`config.mk`:
```
export PLATFORM = sky130hd
export DESIGN_NAME = rv_core
export DESIGN_NICKNAME = d
export VERILOG_FILES = /design/src/rv_core_pkg.sv /design/src/core_ifs.sv /design/src/rv_core.sv /design/src/execute_stage.sv /design/src/decode_stage.sv /design/src/regfile.sv
export SDC_FILE = /design/constraint.sdc
export NUM_CORES = 2
export LEC_CHECK = 0
export BUFFER_PORTS_ARGS = -buffer_cell sky130_fd_sc_hd__buf_2
export CAP_MARGIN = 20
export CORE_ASPECT_RATIO = 0.6
export CORE_MARGIN = 3
export CORE_UTILIZATION = 45
export DETAILED_ROUTE_END_ITERATION = 8
export PLACE_DENSITY_LB_ADDON = 0.08
export SETUP_SLACK_MARGIN = 0.15
export SLEW_MARGIN = 30
export SYNTH_ARGS = -nofsm -noshare
export SYNTH_HDL_FRONTEND = slang
export SYNTH_HIERARCHICAL = 1
export SYNTH_SLANG_ARGS = --single-unit
```
`constraint.sdc`:
```
create_clock -name clock -period 4.6 [get_ports clock]
set_clock_uncertainty 0.1 [all_clocks]
set_input_delay 0.46 -clock clock [delete_from_list [all_inputs] [get_ports clock]]
set_output_delay 0.46 -clock clock [all_outputs]
set_load 0.01 [all_outputs]
```
`src/rv_core_pkg.sv`:
```
`default_nettype none

package rv_core_pkg;

  localparam int xlen = 32;

  typedef logic [4:0] reg_idx_t;
  typedef logic [2:0] funct3_t;
  typedef logic [6:0] funct7_t;

  // funct7 values accepted for register ops and shifts
  localparam funct7_t F7_BASE = 7'b0000000;
  localparam funct7_t F7_ALT  = 7'b0100000;

  typedef enum logic [6:0] {
    OP_LUI = 7'b0110111,
    OP_IMM = 7'b0010011,
    OP_REG = 7'b0110011
  } opcode_e;

  typedef enum logic [3:0] {
    ALU_ADD    = 4'd0,
    ALU_SUB    = 4'd1,
    ALU_SLL    = 4'd2,
    ALU_SLT    = 4'd3,
    ALU_SLTU   = 4'd4,
    ALU_XOR    = 4'd5,
    ALU_SRL    = 4'd6,
    ALU_SRA    = 4'd7,
    ALU_OR     = 4'd8,
    ALU_AND    = 4'd9,
    ALU_PASS_B = 4'd10
  } alu_op_e;

  // R-type layout, other formats reuse its fields
  typedef struct packed {
    funct7_t  funct7;
    reg_idx_t rs2;
    reg_idx_t rs1;
    funct3_t  funct3;
    reg_idx_t rd;
    logic [6:0] opcode;
  } rtype_t;

endpackage

`default_nettype wire
```
`src/core_ifs.sv`:
```
`timescale 1ns/1ps
`default_nettype none

// decode to execute
interface issue_if;
  import rv_core_pkg::*;

  logic             valid;
  alu_op_e          alu_op;
  logic [xlen-1:0]  operand_a;
  logic [xlen-1:0]  operand_b;
  reg_idx_t         rd;
  logic             we;
  logic             illegal;
  // live ALU output, fed back for forwarding
  logic [xlen-1:0]  ex_result;

  modport dec (output valid, alu_op, operand_a, operand_b, rd, we, illegal,
               input ex_result);
  modport exe (input valid, alu_op, operand_a, operand_b, rd, we, illegal,
               output ex_result);
endinterface

// execute to writeback
interface retire_if;
  import rv_core_pkg::*;

  logic             valid;
  logic             we;
  logic             illegal;
  reg_idx_t         rd;
  logic [xlen-1:0]  data;

  modport drv (output valid, we, illegal, rd, data);
  modport wb  (input valid, we, rd, data);
  modport fwd (input valid, we, rd, data);
  modport mon (input valid, we, illegal, rd, data);
endinterface

`default_nettype wire

```
`src/rv_core.sv`:
```
`timescale 1ns/1ps
`default_nettype none

module rv_core #(
  parameter int NUM_REGS = 32
) (
  input  wire                            clock,
  input  wire                            rst_n,
  input  wire                            inst_valid,
  input  wire [rv_core_pkg::xlen-1:0]    inst,
  output logic                           retire_valid,
  output logic                           retire_we,
  output logic                           retire_illegal,
  output rv_core_pkg::reg_idx_t          retire_rd,
  output logic [rv_core_pkg::xlen-1:0]   retire_data
);
  import rv_core_pkg::*;

  reg_idx_t        raddr_a;
  reg_idx_t        raddr_b;
  logic [xlen-1:0] rdata_a;
  logic [xlen-1:0] rdata_b;

  issue_if  u_issue ();
  retire_if u_retire ();

  decode_stage #(.NUM_REGS(NUM_REGS)) u_decode (
    .clock      (clock),
    .rst_n      (rst_n),
    .inst_valid (inst_valid),
    .inst       (inst),
    .rdata_a    (rdata_a),
    .rdata_b    (rdata_b),
    .raddr_a    (raddr_a),
    .raddr_b    (raddr_b),
    .iss        (u_issue.dec),
    .ret        (u_retire.fwd)
  );

  execute_stage u_execute (
    .clock (clock),
    .rst_n (rst_n),
    .iss   (u_issue.exe),
    .ret   (u_retire.drv)
  );

  regfile #(.NUM_REGS(NUM_REGS)) u_regfile (
    .clock   (clock),
    .rst_n   (rst_n),
    .raddr_a (raddr_a),
    .raddr_b (raddr_b),
    .rdata_a (rdata_a),
    .rdata_b (rdata_b),
    .wb      (u_retire.wb)
  );

  assign retire_valid   = u_retire.valid;
  assign retire_we      = u_retire.we;
  assign retire_illegal = u_retire.illegal;
  assign retire_rd      = u_retire.rd;
  assign retire_data    = u_retire.data;

endmodule

`default_nettype wire

```
`src/execute_stage.sv`:
```
`timescale 1ns/1ps
`default_nettype none

module execute_stage (
  input  wire    clock,
  input  wire    rst_n,
  issue_if.exe   iss,
  retire_if.drv  ret
);
  import rv_core_pkg::*;

  logic [xlen-1:0] a;
  logic [xlen-1:0] b;
  logic [4:0]      shamt;
  logic [xlen-1:0] alu_out;

  assign a     = iss.operand_a;
  assign b     = iss.operand_b;
  // only the low bits count for shifts
  assign shamt = b[4:0];

  always_comb begin
    case (iss.alu_op)
      ALU_ADD:    alu_out = a + b;
      ALU_SUB:    alu_out = a - b;
      ALU_SLL:    alu_out = a << shamt;
      ALU_SLT:    alu_out = {{(xlen-1){1'b0}}, $signed(a) < $signed(b)};
      ALU_SLTU:   alu_out = {{(xlen-1){1'b0}}, a < b};
      ALU_XOR:    alu_out = a ^ b;
      ALU_SRL:    alu_out = a >> shamt;
      ALU_SRA:    alu_out = $unsigned($signed(a) >>> shamt);
      ALU_OR:     alu_out = a | b;
      ALU_AND:    alu_out = a & b;
      ALU_PASS_B: alu_out = b;
      default:    alu_out = '0;
    endcase
  end

  assign iss.ex_result = alu_out;

  // writeback register, flags qualified by valid
  always_ff @(posedge clock or negedge rst_n) begin
    if (!rst_n) begin
      ret.valid   <= 1'b0;
      ret.we      <= 1'b0;
      ret.illegal <= 1'b0;
      ret.rd      <= '0;
    end else begin
      ret.valid   <= iss.valid;
      ret.we      <= iss.valid && iss.we;
      ret.illegal <= iss.valid && iss.illegal;
      ret.rd      <= iss.rd;
    end
  end

  always_ff @(posedge clock) begin
    ret.data <= iss.illegal ? '0 : alu_out;
  end

endmodule

`default_nettype wire

```
`src/decode_stage.sv`:
```
`timescale 1ns/1ps
`default_nettype none

module decode_stage #(
  parameter int NUM_REGS = 32
) (
  input  wire                            clock,
  input  wire                            rst_n,
  input  wire                            inst_valid,
  input  wire [rv_core_pkg::xlen-1:0]    inst,
  input  wire [rv_core_pkg::xlen-1:0]    rdata_a,
  input  wire [rv_core_pkg::xlen-1:0]    rdata_b,
  output rv_core_pkg::reg_idx_t          raddr_a,
  output rv_core_pkg::reg_idx_t          raddr_b,
  issue_if.dec                           iss,
  retire_if.fwd                          ret
);
  import rv_core_pkg::*;

  rtype_t          f;
  opcode_e         op;
  alu_op_e         dec_op;
  logic            known;
  logic            bad_funct;
  logic            use_rs1;
  logic            use_rs2;
  logic            reg_bad;
  logic            illegal;
  logic            dec_we;
  logic [xlen-1:0] i_imm;
  logic [xlen-1:0] u_imm;
  logic [xlen-1:0] fwd_a;
  logic [xlen-1:0] fwd_b;
  logic [xlen-1:0] op_a;
  logic [xlen-1:0] op_b;

  assign f     = rtype_t'(inst);
  assign op    = opcode_e'(f.opcode);
  assign i_imm = {{(xlen-12){inst[31]}}, inst[31:20]};
  assign u_imm = {inst[31:12], 12'b0};

  assign raddr_a = f.rs1;
  assign raddr_b = f.rs2;

  always_comb begin
    dec_op    = ALU_ADD;
    known     = 1'b1;
    bad_funct = 1'b0;
    use_rs1   = 1'b0;
    use_rs2   = 1'b0;
    case (op)
      OP_LUI: dec_op = ALU_PASS_B;
      OP_IMM: begin
        use_rs1 = 1'b1;
        case (f.funct3)
          3'b000: dec_op = ALU_ADD;
          3'b001: begin
            dec_op    = ALU_SLL;
            bad_funct = f.funct7 != F7_BASE;
          end
          3'b010: dec_op = ALU_SLT;
          3'b011: dec_op = ALU_SLTU;
          3'b100: dec_op = ALU_XOR;
          3'b101: begin
            dec_op    = (f.funct7 == F7_ALT) ? ALU_SRA : ALU_SRL;
            bad_funct = f.funct7 != F7_BASE && f.funct7 != F7_ALT;
          end
          3'b110: dec_op = ALU_OR;
          default: dec_op = ALU_AND;
        endcase
      end
      OP_REG: begin
        use_rs1 = 1'b1;
        use_rs2 = 1'b1;
        // alternate funct7 only for sub and sra
        bad_funct = !(f.funct7 == F7_BASE ||
                      (f.funct7 == F7_ALT && (f.funct3 == 3'b000 || f.funct3 == 3'b101)));
        case (f.funct3)
          3'b000: dec_op = (f.funct7 == F7_ALT) ? ALU_SUB : ALU_ADD;
          3'b001: dec_op = ALU_SLL;
          3'b010: dec_op = ALU_SLT;
          3'b011: dec_op = ALU_SLTU;
          3'b100: dec_op = ALU_XOR;
          3'b101: dec_op = (f.funct7 == F7_ALT) ? ALU_SRA : ALU_SRL;
          3'b110: dec_op = ALU_OR;
          default: dec_op = ALU_AND;
        endcase
      end
      default: known = 1'b0;
    endcase
  end

  // RV32E rejects x16 and up
  assign reg_bad = (int'(f.rd) >= NUM_REGS) ||
                   (use_rs1 && int'(f.rs1) >= NUM_REGS) ||
                   (use_rs2 && int'(f.rs2) >= NUM_REGS);
  assign illegal = !known || bad_funct || reg_bad;
  assign dec_we  = !illegal && (f.rd != '0);

  // execute beats writeback beats the register file
  function automatic logic [xlen-1:0] pick_src(
    input reg_idx_t        idx,
    input logic [xlen-1:0] rf_val,
    input logic            ex_wr,
    input reg_idx_t        ex_rd,
    input logic [xlen-1:0] ex_val,
    input logic            wb_wr,
    input reg_idx_t        wb_rd,
    input logic [xlen-1:0] wb_val
  );
    if (idx == '0) return '0;
    if (ex_wr && ex_rd == idx) return ex_val;
    if (wb_wr && wb_rd == idx) return wb_val;
    return rf_val;
  endfunction

  assign fwd_a = pick_src(f.rs1, rdata_a, iss.valid && iss.we, iss.rd, iss.ex_result,
                          ret.valid && ret.we, ret.rd, ret.data);
  assign fwd_b = pick_src(f.rs2, rdata_b, iss.valid && iss.we, iss.rd, iss.ex_result,
                          ret.valid && ret.we, ret.rd, ret.data);

  assign op_a = (op == OP_LUI) ? '0 : fwd_a;
  assign op_b = (op == OP_LUI) ? u_imm
              : (op == OP_IMM) ? i_imm
              : fwd_b;

  always_ff @(posedge clock or negedge rst_n) begin
    if (!rst_n) begin
      iss.valid   <= 1'b0;
      iss.we      <= 1'b0;
      iss.illegal <= 1'b0;
      iss.rd      <= '0;
    end else begin
      iss.valid <= inst_valid;
      if (inst_valid) begin
        iss.we      <= dec_we;
        iss.illegal <= illegal;
        iss.rd      <= f.rd;
      end
    end
  end

  always_ff @(posedge clock) begin
    if (inst_valid) begin
      iss.alu_op    <= dec_op;
      iss.operand_a <= op_a;
      iss.operand_b <= op_b;
    end
  end

endmodule

`default_nettype wire

```
`src/regfile.sv`:
```
`timescale 1ns/1ps
`default_nettype none

module regfile #(
  parameter int NUM_REGS = 32
) (
  input  wire                            clock,
  input  wire                            rst_n,
  input  rv_core_pkg::reg_idx_t          raddr_a,
  input  rv_core_pkg::reg_idx_t          raddr_b,
  output logic [rv_core_pkg::xlen-1:0]   rdata_a,
  output logic [rv_core_pkg::xlen-1:0]   rdata_b,
  retire_if.wb                           wb
);
  import rv_core_pkg::*;

  localparam int IDX_W = $clog2(NUM_REGS);

  logic [xlen-1:0] regs [NUM_REGS];
  logic            wr_en;

  // x0 and indices past the file are never written
  assign wr_en = wb.valid && wb.we && (wb.rd != '0) && (int'(wb.rd) < NUM_REGS);

  always_ff @(posedge clock or negedge rst_n) begin
    if (!rst_n) begin
      for (int i = 0; i < NUM_REGS; i++) begin
        regs[i] <= '0;
      end
    end else if (wr_en) begin
      regs[wb.rd[IDX_W-1:0]] <= wb.data;
    end
  end

  // async read, zero for x0 and out of range
  assign rdata_a = (raddr_a == '0 || int'(raddr_a) >= NUM_REGS) ? '0
                 : regs[raddr_a[IDX_W-1:0]];
  assign rdata_b = (raddr_b == '0 || int'(raddr_b) >= NUM_REGS) ? '0
                 : regs[raddr_b[IDX_W-1:0]];

endmodule

`default_nettype wire

```
==> flow_summary.toml <==
[yosys]
synth_edf_count = 68
seq_area_frac_synth_pct = 41.08
synth_flop_cell = "dfrtp_1"
yosysWarnings = 6
netlist_area_um2 = 69880
ys_ff_latch = 1140
synthArstFlopShare_pct = 91.23
avgSynthCellArea_um2 = 12.53
syn_inst = 5576
synth_cell_type_count = 101
syn_nets = 5713

[timing]
relSlewSlack_pct = 14.91
worst_pin_slew_ns = 1.267
timing.hold.ws_ns = 0.08220
fin_tns_setup_ns = 0
max_freq_mhz = 224.4
rsz0062_at_grt = "true"
worst_slack_ns = 0.1433
period_share_pct = 96.89
drv_slew = 0
setup_viol = 0
period_minus_slack_ns = 4.457
hold_violations = 0

[clock_tree]
clkLatencyLatePin_ns = 0.78
cts-htree-levels = 3
clockRootBuffer = "clkbuf_16"
cts.sinks = 1140
cts.clk_slew.worst_paths_ns = 0.07
clk_path_buf_depth = 3
tritoncts = "yes"
numCtsBuffers = 115

[routing]
wl_um = 305600
avgRoutedWirePerCell_um = 38.99
first_pass_iters = 8
routed_via_density = 6.965
drc = 0
vias = 54588
ant_nets = 0
drtIter0Drc = 7706

[placement]
dpl_cell_area_um2 = 74900
globalplace.congestion = 1.080
dp_slack_ns = -0.1881
portBuffers = 74
place_hpwl_um = 210000

[global_routing]
antenna_found_initial = 22
grt_usage_pct = 37.56
grt_pass1_wl_um = 426300
grt_max_degree = 165
grt_overflow_total = 0
grt_pass1_vias = 52406

[job]
maxCapViolations = 0

[setup_path]
cp_max_fo = 8
required_ns = 5.02
arrival_ns = 4.88
worst_setup_path_end_kind = "flip-flop"
reg2reg_depth = 15
crit_type = "flip-flop to flip-flop"
startpoint_type = "flip-flop"

[power_and_ir_drop]
clockPowerShare_pct = 40.5
powerDensity_nw_per_um2 = 302.1
p_switching_uw = 7182
p_int_uw = 16680
sw_frac_of_total_pct = 30.10
p_seq_share_pct = 43.1
peakVddDrop_mv = 0.3541
power_leakage_uw = 0.03580
pwr-share-comb_pct = 16.4
finalPower_uw = 23860

[hold_path]
hp-class = "primary input to flip-flop"
min_delay_path_depth = 3

[cells_and_area]
syn_to_final_growth_pct = 13.05
fin_area_um2 = 79000
layout.nets = 5832
final_layout_size_suffix_gt1_share_pct = 41.77

[outcome]
status = "complete, no violations"

[floorplan]
die_h_um = 311.2
die_area_um2 = 160200
start_util_pct = 45.53
pin_count = 75
design.core.area_um2 = 153500
die_x_um = 514.7
num_rows = 111
power groups by stage:
stage	sequential, µW	combinational, µW	clock [µW]
after global placement	10500	3690	0
after detailed placement	10500	3660	0
final	10300	3910	9660
after floorplan	10400	1780	0
after global routing	10300	4000	10200
after CTS	10300	3690	9810
cell usage after synthesis, types with 24 or more instances:
library cell     n  share of area, %
o21ai_0        187               1.3
and2_1          36              0.32
a221oi_1        62              0.78
buf_2          162               1.2
mux2i_1        239               3.4
a211oi_1       120               1.3
ha_1           100               1.8
a22oi_1         80              0.86
nor2b_1         86              0.77
dfrtp_1       1040                37
inv_1          107              0.57
clkbuf_1       329               1.8
nand3_1         58              0.42
mux4_2         486                16
nor3_1          51              0.37
mux2_2        1062                17
o221ai_1        29              0.36
nor2_1         226               1.2
buf_4           67              0.72
dfxtp_1         32              0.92
a21oi_1        143               1.0
o21ai_1         33              0.24
nand2_1        197               1.1
o21a_1          24              0.26
a311oi_1        68              0.85
edfxtp_1        68               2.9
cell families after synthesis:
| kind of cell | synth area share [%] |
|---|---|
| flops | 41.08 |
| compound gates | 9.918 |
| xor+xnor | 0.3886 |
| simple gates | 5.649 |
| buf+inv | 4.588 |
| mux | 36.52 |
| fa+ha+maj | 1.848 |
layout make-up:
class	instances	area (µm²)
Clock inverter	30	277.8
Fill cell	13304	74470
Timing Repair Buffer	593	5077
Antenna cell	10	25.02
Multi-Input combinational cell	3734	38430
Inverter	111	421.7
Tap cell	2034	2545
Clock buffer	186	3497
Sequential cell	1140	28720
what timing repair did:
item,CTS,global route
hold buffers,6,0
gates cloned,0,0
endpoints found under the setup margin,10,30
pin swaps,0,1
endpoints found under the hold margin,190,0
buffers inserted,0,8
resized for setup,11,14
cell usage in the layout, fill, tap and decap left out, types with 105 or more instances in the layout:
| cell type | netlist | routed |
|---|---|---|
| dfrtp_1 | 1040 | 1040 |
| inv_1 | 107 | 105 |
| a21oi_1 | 143 | 143 |
| mux2i_1 | 239 | 237 |
| nand2_1 | 197 | 193 |
| a211oi_1 | 120 | 116 |
| buf_4 | 67 | 455 |
| nor2_1 | 226 | 213 |
| mux4_2 | 486 | 486 |
| o21ai_0 | 187 | 182 |
| mux2_2 | 1062 | 1062 |
| clkbuf_16 | 0 | 117 |
critical path: stages, from the launching register on:
cell and delay [ns]:
edfxtp_1 0.41, inv_1 0.09, ha_1 0.48, and4_1 0.35, nor2b_1 0.21, nor2_1 0.07
a2111oi_1 0.57, buf_4 0.23, a21oi_1 0.12, buf_12 0.19, o311ai_1 0.46, o211ai_1 0.24
nor4_2 0.29, nor2_1 0.11, a41oi_1 0.18, o21ai_1 0.10
sequential cells by signal, summed over array words and instances (netlist names), 4 cells and up:
name,cells
u_regfile/regs,1024
u_decode/iss.operand_a,32
u_decode/iss.operand_b,32
u_execute/ret.data,32
u_decode/iss.rd,5
u_execute/ret.rd,5
u_decode/iss.alu_op,4
metal layers:
metal  global-route usage, %  up-vias  share of wire (%)
li1                        -    21724                  -
met1                   58.80    29109                 46
met2                   46.33     3315                 38
met3                   15.07      422                 13
met4                   10.23       18                2.9
met5                   3.544        -               0.34
metrics by stage:
step,util (%),instances
detailed placement,48.81,7595
floorplan,-,5576
global route,51.47,7834
global placement,48.78,7594
CTS,51.33,7817
finish,51.47,7838
worst paths after layout:
check                                                             start                              endpoint  slack [ns]
worst max-delay path            u_decode/iss.operand_b[9]$_SDFFCE_PP0P_  u_decode/iss.operand_b[27]$_DFFE_PP_        0.14
worst min-delay path                                            inst[5]      u_decode/iss.illegal$_DFFE_PN0P_        0.08
worst max register to register  u_decode/iss.operand_b[9]$_SDFFCE_PP0P_  u_decode/iss.operand_b[27]$_DFFE_PP_        0.14
worst min register to register         u_regfile/regs[1002]$_DFFE_PN0P_      u_regfile/regs[1002]$_DFFE_PN0P_        0.29
max in group asynchronous                                         rst_n       u_regfile/regs[278]$_DFFE_PN0P_        2.92
min in group asynchronous                                         rst_n       u_regfile/regs[913]$_DFFE_PN0P_        0.11
Power figures use the tool's default switching activity.
